$ cat src/source/lsu_config.svh
// --------------------
// Width, RAM depth and RAM reply delay of the lsu
// --------------------
`ifndef LSU_CONFIG_SVH
`define LSU_CONFIG_SVH

// Data and address width
`define LSU_XLEN      32

// RAM depth in words, indexed from address bit 2 upward
`define LSU_RAM_WORDS 64

// Cycles from req seen to ack raised
`define LSU_RAM_DELAY 2

`endif

$ cat src/source/lsu_pkg.sv
// --------------------
// Result routes, funct3 codes, load opcode, controller states
// --------------------
`default_nettype none

package lsu_pkg;

    // Where the stage sends its result
    typedef enum logic [1:0] {
        RES_NONE = 2'd0,
        RES_REG  = 2'd1,
        RES_MEM  = 2'd2,
        RES_CSR  = 2'd3
    } res_op_e;

    // Load and store widths, stores reuse B/H/W
    localparam logic [2:0] F3_B      = 3'b000;
    localparam logic [2:0] F3_H      = 3'b001;
    localparam logic [2:0] F3_W      = 3'b010;
    localparam logic [2:0] F3_BU     = 3'b100;
    localparam logic [2:0] F3_HU     = 3'b101;

    // CSR source select
    localparam logic [2:0] F3_CSRRW  = 3'b001;
    localparam logic [2:0] F3_CSRRWI = 3'b101;

    localparam logic [6:0] OPC_LOAD  = 7'b000_0011;

    typedef enum logic [2:0] {
        ST_IDLE   = 3'd0,
        ST_RD_REQ = 3'd1,
        ST_RD_REL = 3'd2,
        ST_WR_REQ = 3'd3,
        ST_WR_REL = 3'd4,
        ST_CAP    = 3'd5,
        ST_ACK    = 3'd6
    } ctrl_state_e;

endpackage

`default_nettype wire

$ cat src/source/mem_if.sv
// --------------------
// Four-phase req/ack bus to the data RAM
// --------------------
`default_nettype none
`include "lsu_config.svh"

interface mem_if;
    logic                 req;
    logic                 we;
    logic [`LSU_XLEN-1:0] addr;
    logic [`LSU_XLEN-1:0] wdata;
    logic [`LSU_XLEN-1:0] rdata;
    logic                 ack;

    // Handshake side of the controller
    modport ctrl (output req, output we, input ack);

    // Address and data paths
    modport dp (output addr, output wdata, input rdata);

    modport ram (
        input  req,
        input  we,
        input  addr,
        input  wdata,
        output ack,
        output rdata
    );
endinterface

`default_nettype wire

$ cat src/source/access_ctrl.sv
// --------------------
// Control FSM for the operation and RAM handshakes
// --------------------
`default_nettype none
`include "lsu_config.svh"

module access_ctrl (
    input  wire                       clk,
    input  wire                       rst_n,
    input  wire                       op_req_i,
    output logic                      op_ack_o,
    input  wire lsu_pkg::res_op_e     res_op_i,
    input  wire [2:0]                 funct3_i,
    input  wire [6:0]                 opcode_i,
    mem_if.ctrl                       mem,
    input  wire [`LSU_XLEN-1:0]       rdata_i,
    output logic [`LSU_XLEN-1:0]      old_word_o,
    output logic                      cap_o,
    output lsu_pkg::ctrl_state_e      state_o
);
    import lsu_pkg::*;

    ctrl_state_e          state_q;
    ctrl_state_e          state_d;
    logic                 is_load;
    logic                 need_rd;
    logic                 need_wr;
    logic [`LSU_XLEN-1:0] rd_word_q;

    // Loads hide under RES_REG, marked by the opcode
    assign is_load = (res_op_i == RES_REG) && (opcode_i == OPC_LOAD);
    assign need_rd = is_load || (res_op_i == RES_MEM);
    // Only real store widths write back
    assign need_wr = (res_op_i == RES_MEM) &&
                     (funct3_i == F3_B || funct3_i == F3_H || funct3_i == F3_W);

    // --------------------
    // Next state
    // --------------------
    always_comb begin
        state_d = state_q;
        case (state_q)
            ST_IDLE:   if (op_req_i) state_d = need_rd ? ST_RD_REQ : ST_CAP;
            ST_RD_REQ: if (mem.ack) state_d = ST_RD_REL;
            ST_RD_REL: if (!mem.ack) state_d = need_wr ? ST_WR_REQ : ST_CAP;
            ST_WR_REQ: if (mem.ack) state_d = ST_WR_REL;
            ST_WR_REL: if (!mem.ack) state_d = ST_CAP;
            ST_CAP:    state_d = ST_ACK;
            // Hold the ack until the requester lets go
            ST_ACK:    if (!op_req_i) state_d = ST_IDLE;
            default:   state_d = ST_IDLE;
        endcase
    end

    always_ff @(posedge clk or negedge rst_n) begin
        if (!rst_n) begin
            state_q <= ST_IDLE;
        end else begin
            state_q <= state_d;
        end
    end

    // Read word, taken while the RAM holds ack
    always_ff @(posedge clk) begin
        if (state_q == ST_RD_REQ && mem.ack) begin
            rd_word_q <= rdata_i;
        end
    end

    // --------------------
    // Outputs
    // --------------------
    assign mem.req    = (state_q == ST_RD_REQ) || (state_q == ST_WR_REQ);
    assign mem.we     = (state_q == ST_WR_REQ);
    assign cap_o      = (state_q == ST_CAP);
    assign op_ack_o   = (state_q == ST_ACK);
    assign old_word_o = rd_word_q;
    assign state_o    = state_q;

endmodule

`default_nettype wire

$ cat src/source/store_merge.sv
// --------------------
// Byte, halfword or word merge of store data
// --------------------
`default_nettype none
`include "lsu_config.svh"

module store_merge (
    input  wire [`LSU_XLEN-1:0]  old_word_i,
    input  wire [`LSU_XLEN-1:0]  rs2_data_i,
    input  wire [2:0]            funct3_i,
    input  wire [1:0]            byte_off_i,
    output logic [`LSU_XLEN-1:0] wdata_o
);
    import lsu_pkg::*;

    always_comb begin
        // Lanes not written keep the old word
        wdata_o = old_word_i;
        case (funct3_i)
            F3_B: wdata_o[{byte_off_i, 3'b000} +: 8] = rs2_data_i[7:0];
            // Halfword picked by offset bit 1 only
            F3_H: wdata_o[{byte_off_i[1], 4'b0000} +: 16] = rs2_data_i[15:0];
            F3_W: wdata_o = rs2_data_i;
            default: wdata_o = old_word_i;
        endcase
    end

endmodule

`default_nettype wire

$ cat src/source/load_extract.sv
// --------------------
// Load lane select with sign or zero extension
// --------------------
`default_nettype none
`include "lsu_config.svh"

module load_extract (
    input  wire [`LSU_XLEN-1:0]  word_i,
    input  wire [2:0]            funct3_i,
    input  wire [1:0]            byte_off_i,
    output logic [`LSU_XLEN-1:0] load_data_o
);
    import lsu_pkg::*;

    logic [7:0]  lane_b;
    logic [15:0] lane_h;

    // Same lane rule as the store merge
    assign lane_b = word_i[{byte_off_i, 3'b000} +: 8];
    assign lane_h = word_i[{byte_off_i[1], 4'b0000} +: 16];

    always_comb begin
        case (funct3_i)
            F3_B:    load_data_o = {{(`LSU_XLEN - 8){lane_b[7]}}, lane_b};
            F3_H:    load_data_o = {{(`LSU_XLEN - 16){lane_h[15]}}, lane_h};
            F3_W:    load_data_o = word_i;
            F3_BU:   load_data_o = {{(`LSU_XLEN - 8){1'b0}}, lane_b};
            F3_HU:   load_data_o = {{(`LSU_XLEN - 16){1'b0}}, lane_h};
            // Unknown width reads as zero
            default: load_data_o = '0;
        endcase
    end

endmodule

`default_nettype wire

$ cat src/source/wb_route.sv
// --------------------
// Register and CSR write data selection and hold
// --------------------
`default_nettype none
`include "lsu_config.svh"

module wb_route (
    input  wire                    clk,
    input  wire                    rst_n,
    input  wire                    cap_i,
    input  wire lsu_pkg::res_op_e  res_op_i,
    input  wire [2:0]              funct3_i,
    input  wire [6:0]              opcode_i,
    input  wire [`LSU_XLEN-1:0]    rs1_data_i,
    input  wire [`LSU_XLEN-1:0]    imm_i,
    input  wire [`LSU_XLEN-1:0]    alu_res_i,
    input  wire [`LSU_XLEN-1:0]    csr_rd_data_i,
    input  wire [`LSU_XLEN-1:0]    load_data_i,
    output logic [`LSU_XLEN-1:0]   reg_wr_data_o,
    output logic [`LSU_XLEN-1:0]   csr_wr_data_o
);
    import lsu_pkg::*;

    logic [`LSU_XLEN-1:0] reg_sel;
    logic [`LSU_XLEN-1:0] csr_sel;

    always_comb begin
        case (res_op_i)
            RES_REG: reg_sel = (opcode_i == OPC_LOAD) ? load_data_i : alu_res_i;
            // Old CSR value goes back to the register file
            RES_CSR: reg_sel = csr_rd_data_i;
            default: reg_sel = '0;
        endcase
    end

    always_comb begin
        case (funct3_i)
            F3_CSRRW:  csr_sel = rs1_data_i;
            F3_CSRRWI: csr_sel = imm_i;
            default:   csr_sel = alu_res_i;
        endcase
    end

    always_ff @(posedge clk or negedge rst_n) begin
        if (!rst_n) begin
            reg_wr_data_o <= '0;
            csr_wr_data_o <= '0;
        end else if (cap_i) begin
            reg_wr_data_o <= reg_sel;
            if (res_op_i == RES_CSR) begin
                csr_wr_data_o <= csr_sel;
            end
        end
    end

endmodule

`default_nettype wire

$ cat src/source/data_ram.sv
// --------------------
// Word-addressed data RAM, four-phase reply after a fixed delay
// --------------------
`default_nettype none
`include "lsu_config.svh"

module data_ram (
    input wire clk,
    input wire rst_n,
    mem_if.ram mem
);
    localparam int delay = `LSU_RAM_DELAY;
    localparam int idx_w = $clog2(`LSU_RAM_WORDS);
    localparam int cnt_w = $clog2(delay + 1);

    logic [`LSU_XLEN-1:0]      mem_q [`LSU_RAM_WORDS];
    logic [`LSU_RAM_WORDS-1:0] valid_q;
    logic [`LSU_XLEN-1:0]      rdata_q;
    logic [cnt_w-1:0]          cnt_q;
    logic                      ack_q;
    logic [idx_w-1:0]          idx;
    logic                      fire;

    // Word index wraps at the RAM depth
    assign idx  = mem.addr[idx_w+1:2];
    assign fire = mem.req && !ack_q && (cnt_q == cnt_w'(delay - 1));

    // --------------------
    // Handshake and valid bits
    // --------------------
    always_ff @(posedge clk or negedge rst_n) begin
        if (!rst_n) begin
            cnt_q   <= '0;
            ack_q   <= 1'b0;
            valid_q <= '0;
        end else if (!mem.req) begin
            cnt_q <= '0;
            ack_q <= 1'b0;
        end else if (fire) begin
            ack_q <= 1'b1;
            if (mem.we) begin
                valid_q[idx] <= 1'b1;
            end
        end else if (!ack_q) begin
            cnt_q <= cnt_q + 1'b1;
        end
    end

    // Storage, write lands on the ack edge
    always_ff @(posedge clk) begin
        if (fire && mem.we) begin
            mem_q[idx] <= mem.wdata;
        end
        if (fire) begin
            rdata_q <= valid_q[idx] ? mem_q[idx] : '0;
        end
    end

    assign mem.ack   = ack_q;
    assign mem.rdata = rdata_q;

endmodule

`default_nettype wire

$ cat src/source/lsu_top.sv
// --------------------
// lsu top level, controller plus datapath plus data RAM
// --------------------
`default_nettype none
`include "lsu_config.svh"

module lsu_top (
    input  wire                    clk,
    input  wire                    rst_n,
    input  wire                    op_req_i,
    output logic                   op_ack_o,
    input  wire lsu_pkg::res_op_e  res_op_i,
    input  wire [2:0]              funct3_i,
    input  wire [6:0]              opcode_i,
    input  wire [`LSU_XLEN-1:0]    rs1_data_i,
    input  wire [`LSU_XLEN-1:0]    rs2_data_i,
    input  wire [`LSU_XLEN-1:0]    imm_i,
    input  wire [`LSU_XLEN-1:0]    alu_res_i,
    input  wire [`LSU_XLEN-1:0]    csr_rd_data_i,
    output logic [`LSU_XLEN-1:0]   reg_wr_data_o,
    output logic [`LSU_XLEN-1:0]   csr_wr_data_o
);
    mem_if mem_bus ();

    logic [`LSU_XLEN-1:0] old_word;
    logic [`LSU_XLEN-1:0] merge_word;
    logic [`LSU_XLEN-1:0] load_data;
    logic [1:0]           byte_off;
    logic                 cap;
    lsu_pkg::ctrl_state_e ctrl_state;

    // ALU result is the effective address
    assign mem_bus.addr  = alu_res_i;
    assign mem_bus.wdata = merge_word;
    assign byte_off      = alu_res_i[1:0];

    access_ctrl u_access_ctrl (
        .clk        (clk),
        .rst_n      (rst_n),
        .op_req_i   (op_req_i),
        .op_ack_o   (op_ack_o),
        .res_op_i   (res_op_i),
        .funct3_i   (funct3_i),
        .opcode_i   (opcode_i),
        .mem        (mem_bus.ctrl),
        .rdata_i    (mem_bus.rdata),
        .old_word_o (old_word),
        .cap_o      (cap),
        .state_o    (ctrl_state)
    );

    store_merge u_store_merge (
        .old_word_i (old_word),
        .rs2_data_i (rs2_data_i),
        .funct3_i   (funct3_i),
        .byte_off_i (byte_off),
        .wdata_o    (merge_word)
    );

    load_extract u_load_extract (
        .word_i      (old_word),
        .funct3_i    (funct3_i),
        .byte_off_i  (byte_off),
        .load_data_o (load_data)
    );

    wb_route u_wb_route (
        .clk           (clk),
        .rst_n         (rst_n),
        .cap_i         (cap),
        .res_op_i      (res_op_i),
        .funct3_i      (funct3_i),
        .opcode_i      (opcode_i),
        .rs1_data_i    (rs1_data_i),
        .imm_i         (imm_i),
        .alu_res_i     (alu_res_i),
        .csr_rd_data_i (csr_rd_data_i),
        .load_data_i   (load_data),
        .reg_wr_data_o (reg_wr_data_o),
        .csr_wr_data_o (csr_wr_data_o)
    );

    data_ram u_data_ram (
        .clk   (clk),
        .rst_n (rst_n),
        .mem   (mem_bus.ram)
    );

endmodule

`default_nettype wire

$ cat config.mk
export PLATFORM = sky130hd
export DESIGN_NAME = lsu_top
export DESIGN_NICKNAME = d
export VERILOG_FILES = /design/src/source/lsu_pkg.sv /design/src/source/mem_if.sv /design/src/source/access_ctrl.sv /design/src/source/store_merge.sv /design/src/source/load_extract.sv /design/src/source/wb_route.sv /design/src/source/data_ram.sv /design/src/source/lsu_top.sv
export VERILOG_INCLUDE_DIRS = /design/src /design/src/source
export SDC_FILE = /design/constraint.sdc
export NUM_CORES = 2
export LEC_CHECK = 0
export ABC_AREA = 1
export BUFFER_PORTS_ARGS = -buffer_cell sky130_fd_sc_hd__clkbuf_2
export CAP_MARGIN = 40
export CELL_PAD_IN_SITES_DETAIL_PLACEMENT = 0
export CELL_PAD_IN_SITES_GLOBAL_PLACEMENT = 2
export CORE_ASPECT_RATIO = 1.75
export CORE_MARGIN = 1
export CORE_UTILIZATION = 35
export CTS_BUF_LIST = sky130_fd_sc_hd__clkbuf_4
export DETAILED_ROUTE_END_ITERATION = 7
export PLACE_DENSITY_LB_ADDON = 0.08
export SKIP_CTS_REPAIR_TIMING = 1
export SLEW_MARGIN = 5
export SYNTH_ARGS = -nofsm -noshare
export SYNTH_HDL_FRONTEND = slang
export SYNTH_SLANG_ARGS = --single-unit
$ cat constraint.sdc
create_clock -name clk -period 8.6 [get_ports clk]
set_input_delay 1.29 -clock clk [delete_from_list [all_inputs] [get_ports clk]]
set_output_delay 1.29 -clock clk [all_outputs]
set_load 0.005 [all_outputs]
[Word level (Yosys, flattened, before mapping)]
Memory sizes are Yosys's and may differ from the RTL's. A register that Yosys moved wholly into a read port is not among the register bits.
Cells that the tools add are included.
Word-level totals
  logic and storage cells: 90
  input bits: 175
  memories kept: 1
  memory bits (writable): 2048
  output and inout bits: 65
  bits in registers: 166
Cells by class
  shifts and indexed selects: 6
  add/subtract/negate cells: 3
  muxes and demuxes: 27
  equal/unequal tests: 24
  $lt $le $gt $ge: 2
  reduce and logical (&&, ||, !) cells: 19
  bitwise gates (word level): 1
Memory list
  u_data_ram.mem_q: depth 64, width 32, read ports 1, clocked after memory_dff 1, write ports 1, line data_ram.sv:16  | logic [`LSU_XLEN-1:0] mem_q [`LSU_RAM_WORDS];
Operator list (number)
  32-bit case mux with 5 select lines: 1
  32-bit case mux with 2 select lines: 2
  32-bit case mux with 3 select lines: 1
  32-bit bitwise mux: 2
  64-bit OR: 1
  32-bit 2-to-1 mux: 1
  16-bit by 7-bit variable shift with 32-bit output, first input constant: 1
  8-bit by 7-bit variable shift with 32-bit output, first input constant: 1
  16-bit by 7-bit variable part select with 32-bit output: 1
  32-bit by 6-bit variable part select with 16-bit output: 1
  32-bit by 6-bit variable part select with 8-bit output: 1
  8-bit by 7-bit variable part select with 32-bit output: 1
  3-bit 2-to-1 mux: 8
  3-bit case mux with 7 select lines: 1
  2-bit != test, second input constant: 8
  3-bit == test, second input constant: 5
  5-bit negator with 7-bit output: 2
  3-bit by 2-bit == test with 1-bit output, second input constant: 3
  7-bit by 2-bit == test with 1-bit output, second input constant: 1
  1-bit logical AND: 7
  6-bit by 7-bit less-than comparator with 1-bit output, second input constant: 1
  1-bit binary-select mux with 6-bit select: 1
  1-bit demux with 6-bit select: 1
  3-bit by 1-bit == test with 1-bit output, second input constant: 2
  13 further kinds: 28

[Logic depth before layout (Yosys ltp)]
  depth after elaboration: 7
  depth in mapped cells: 16
  mapped depth without buffers: 13

[Modules after synthesis]
From an unflattened synthesis, not the netlist that was laid out.
Second synthesis, totals
  cells, all modules: 10225
  area, all modules: 98504.5 µm²
By module, submodules not included
  data_ram: seq. area each 64136.5 µm², cells each 8855, times used 1, area an instance 90045.1 µm²
  wb_route: seq. area each 1601.5 µm², cells each 555, times used 1, area an instance 3912.5 µm²
  store_merge: seq. area each 0.0 µm², cells each 532, times used 1, area an instance 2346.0 µm²
  access_ctrl: seq. area each 1036.0 µm², cells each 86, times used 1, area an instance 1297.5 µm²
  load_extract: seq. area each 0.0 µm², cells each 197, times used 1, area an instance 903.4 µm²

[Worst setup path before layout]
OpenSTA, ideal clock, no wires.
  kind: input to register
  start point: in alu_res_i[1]
  end point: mem u_data_ram.mem_q[0][15] (netlist name) (data pin)
  data required time: 7592 ps
  stages on the path: 6
  arrival time: 6425 ps
  setup slack: 1167 ps
  path buffers: 2
  library setup time: 1009 ps
  path through: buf_2 > inv_1 > ha_1 > buf_2 > clkinv_1 > o311ai_0
On the way
  cells in the longest elaborated chain, start to end: 4
  elaborated cells between the ends (all ways): 9
  classes of those cells: add/sub (2); shift (4); mux (3)
RTL lines
  start: declaration: line lsu_top.sv:18  | input wire [`LSU_XLEN-1:0] alu_res_i,
  5-bit negator with 7-bit output, on equally long branches: line store_merge.sv:22, store_merge.sv:20
  16-bit by 7-bit variable part select with 32-bit output, or another cell as far along: line store_merge.sv:22  | F3_H: wdata_o[{byte_off_i[1], 4'b0000} +: 16] = rs2_data_i[15:0];
  32-bit bitwise mux, on equally long branches: line store_merge.sv:22, store_merge.sv:20
  32-bit case mux with 3 select lines *: line store_merge.sv:19  | case (funct3_i)
  net mem_bus.wdata[15]: line mem_if.sv:11  | logic [`LSU_XLEN-1:0] wdata;
  end: declaration: line data_ram.sv:16
Mark *: on every way through the listed nets, which the timed path passes. The rest lies on a longest branch.

[Worst setup path in the final report]
  start point: reg u_access_ctrl.state_q[0], in the netlist u_access_ctrl.state_o[0]
  end point: mem u_data_ram.mem_q[54][2] (netlist name), enable pin
On the way
  cells in the longest elaborated chain, start to end: 7
  elaborated cells between the ends (all ways): 8
  classes of those cells: eq/ne (2); mux (2); reduce/logical (4)
RTL lines
  start: declaration: line access_ctrl.sv:23  | ctrl_state_e state_q;
  start signal: assignment: line access_ctrl.sv:59  | state_q <= state_d;
  3-bit by 1-bit == test with 1-bit output or 3-bit by 2-bit == test with 1-bit output (tied branches): line access_ctrl.sv:73  | assign mem.req = (state_q == ST_RD_REQ) || (state_q == ST_WR_REQ);
  1-bit logical OR *: line access_ctrl.sv:73
  1-bit logical AND * (2 in a row): line data_ram.sv:26  | assign fire = mem.req && !ack_q && (cnt_q == cnt_w'(delay - 1));
  net u_data_ram.fire: line data_ram.sv:22  | logic fire;
  1-bit logical AND *: line data_ram.sv:51  | if (fire && mem.we) begin
  1-bit 2-to-1 mux *: line data_ram.sv:51
  1-bit 2-to-1 mux (implied by the code) *: line data_ram.sv:52  | mem_q[idx] <= mem.wdata;
Marks and branches as above.

==> out/metrics.yaml <==
clock_network:
  cts-root-buf: "clkbuf_4"
  cts_tree: "done"
  worstSkewPairLatency_ns: 1.35
  cts_made_buffers: 574
  cts.clk_slew.worst_paths_ns: 0.07
  clk_path_buf_depth: 4
  h-tree-depth: 6
  cts.sinks: 2246
pwr:
  peakVddDrop_mv: 0.109
  power.density_nw_per_um2: 218
  p_leak_nw: 47.6
routing:
  wl_per_cell_um: 25.3
  vias_per_cell: 4.88
  drc_errors: 0
  postRouteAntennaNets: 0
  routed-via-count: 70000
  drt_iter0_drc: 4910
  wl_mm: 363
  drt_first_pass_iters: 6
setup_path:
  r2r_start: "u_access_ctrl.state_o[0]$_DFFE_PN0P_"
  crit_end: "u_data_ram.mem_q[54][2]$_DFFE_PP_"
  endpoint_kind: "register"
  cp-startpoint: "u_access_ctrl.state_o[0]$_DFFE_PN0P_"
  critPathMaxFanout: 33
  worst_r2r_path_depth: 10
  cp.arrival_ns: 5.19
  r2r_slack_ns: 4.36
  timing.rr.end: "u_data_ram.mem_q[54][2]$_DFFE_PP_"
  crit_type: "reg2reg"
  start_kind: "register"
  crit_required_ns: 9.55
synth:
  async_flop_share_pct: 5.97
  synth_nets: 9972
  ys_warn_count: 0
  netlist.area_leader.share_pct: 65.6
  synth_area_leaders: "edfxtp_1 (66%), nand2_1 (25%), dfrtp_1 (3.5%)"
  syn_area_um2: 96700
  synth_cells: 9791
  synth-main-ff-cell: "edfxtp_1"
  synthDistinctLibCells: 44
  synth_most_common_cell: "nand2_1"
  yosys.area.top_type: "edfxtp_1"
  yosysSeqAreaShare_pct: 69.0
  synth_edf_count: 2112
  synthTopCellsByCount: "nand2_1 (6332), edfxtp_1 (2112), buf_2 (238)"
  synth_seq_cells: 2246
  syn_area_per_cell_um2: 9.88
run:
  max_cap_viol_count: 0
sta:
  final.setup.tns_ns: 0
  fmax_mhz: 236
  grt_setup_unrepaired: "no"
  worst_slack_ns: 4.36
  skew_ns: 0.115
  worstMarginPinSlew_ns: 1.20
  finalCritPeriodShare_pct: 49.3
  report.final.slew_viol_count: 0
  min_period_ns: 4.24
  finalHoldViolCount: 0
  max_slew_margin_pct: 20.1
  setup_viol: 0
die:
  rows: 255
  die_w_um: 399
  initial_core_util_pct: 35.1
  fp.dieArea_um2: 279000
  core_area_um2: 275000
  ios: 240
  die_h_um: 697
global_route:
  grt_overflow: 0
  grt_max_degree: 169
  antenna_found_initial: 33
  track_usage_pct: 25.7
  grt_pass1_vias: 69600
  grt_pass1_wl_mm: 510
place:
  post-place-ws_ns: 3.39
  port_buffers: 239
  hpwl_mm: 215
  gp_congestion: 0.881
outcome:
  status: "finished, final reports clean"
final_layout:
  drive_gt1_share_pct: 14.1
  nNetsFinal: 10500
  area_delta_synth_final_pct: 14.4
  final.fill_count: 27400
worst_hold_path:
  min-delay-path-class: "in2reg"
==> through the flow <==
stage	power, W	hold WS [ns]	cell area [µm²]	util [%]	instances
2_1_floorplan	0.0140	0.400	96700	-	9791
3_3_place_gp	0.0152	0.401	103000	37.3	13300
3_5_place_dp	0.0152	0.406	104000	37.6	13400
4_1_cts	0.0245	-0.241	111000	40.2	14300
5_1_grt	0.0252	0.0816	111000	40.2	14300
6_report	0.0242	0.197	111000	40.2	14300
==> state kept, by name, indices dropped and copies added (netlist names), 2 cells and up <==
| signal | cells |
|---|---|
| u_wb_route.reg_wr_data_o | 32 |
| u_wb_route.csr_wr_data_o | 32 |
| u_data_ram.mem_q | 2048 |
| u_data_ram.valid_q | 64 |
| u_access_ctrl.old_word_o | 32 |
| u_data_ram.mem.rdata | 32 |
| u_access_ctrl.state_o | 3 |
| u_data_ram.cnt_q | 2 |
==> power breakdown <==
group | leakage, nW | internal, W | total, W | switching, W
logic | 22.6 | 0.000703 | 0.00253 | 0.00182
registers | 20.7 | 0.0123 | 0.0125 | 0.000140
clock network | 4.20 | 0.00471 | 0.00919 | 0.00447
total | 47.6 | 0.0177 | 0.0242 | 0.00644
==> per-layer routing <==
| layer | GRT usage [%] | share of wire, % | vias up |
|---|---|---|---|
| li1 | - | - | 33100 |
| met1 | 30.6 | 40 | 34500 |
| met2 | 45.6 | 51 | 1869 |
| met3 | 3.29 | 3.9 | 578 |
| met4 | 11.9 | 4.8 | 8 |
| met5 | 0 | 0.018 | - |
==> layout make-up <==
cell class,instances,area (µm²),area share [%]
multi-input combinational,6914,28000,25.3
antenna,26,65.1,0.0588
tap,3598,4500,4.07
inverter,127,499,0.451
clock inverter,143,925,0.836
sequential,2246,66800,60.4
clock buffer,813,6100,5.52
timing repair buffer,473,3790,3.43
==> how the worst min path moves through the flow <==
stage	from	to	slack, ns	depth (start not counted)
global route	imm_i[11]	u_wb_route.csr_wr_data_o[11]$_DFFE_PN0P_	0.08	3
detailed placement	u_data_ram.mem.rdata[16]$_SDFFCE_PN0P_	u_access_ctrl.old_word_o[16]$_DFFE_PP_	0.41	0
CTS	rst_n	u_wb_route.reg_wr_data_o[5]$_DFFE_PN0P_	-0.24	1
floorplan	u_data_ram.mem.rdata[0]$_SDFFCE_PN0P_	u_access_ctrl.old_word_o[0]$_DFFE_PP_	0.40	0
finish	rs1_data_i[2]	u_wb_route.csr_wr_data_o[2]$_DFFE_PN0P_	0.20	3
global placement	u_data_ram.mem.rdata[20]$_SDFFCE_PN0P_	u_access_ctrl.old_word_o[20]$_DFFE_PP_	0.40	0
==> worst max-delay path, stage by stage, from the launching register on <==
cell and delay (ns):
dfrtp_1 0.39, inv_1 0.12, nor2_1 0.18, nand2_1 0.13, nor2_4 0.09, buf_4 0.53, nand2_1 0.18, inv_2 0.40
nand2_1 0.57, nor2_4 0.64, buf_4 0.55
==> cell families (layout without fill, tap and decap cells) <==
group / Yosys count / after routing / share of synthesized area (%)
AO/OA/AOI/OAI: 251 / 251 / 1.66
adder cells (fa/ha/maj): 6 / 6 / 0.0776
buffers and inverters: 631 / 1556 / 3.11
flip-flops: 2246 / 2246 / 69.0
other: 0 / 26 / 0
AND/OR/NAND/NOR: 6657 / 6657 / 26.1
==> layout by cell type (no fill, tap or decap), drive strengths merged, types with 15 or more instances in the layout <==
master / n
nand2: 6334
edfxtp: 2112
clkbuf: 1048
buf: 237
nor2: 204
inv: 145
dfrtp: 134
clkinv: 106
o21ai: 79
or2: 61
a21oi: 47
nand3: 40
diode: 26
a31oi: 18
a22oi: 17
a21boi: 16
a41oi: 15
Power figures use the tool's default switching activity.
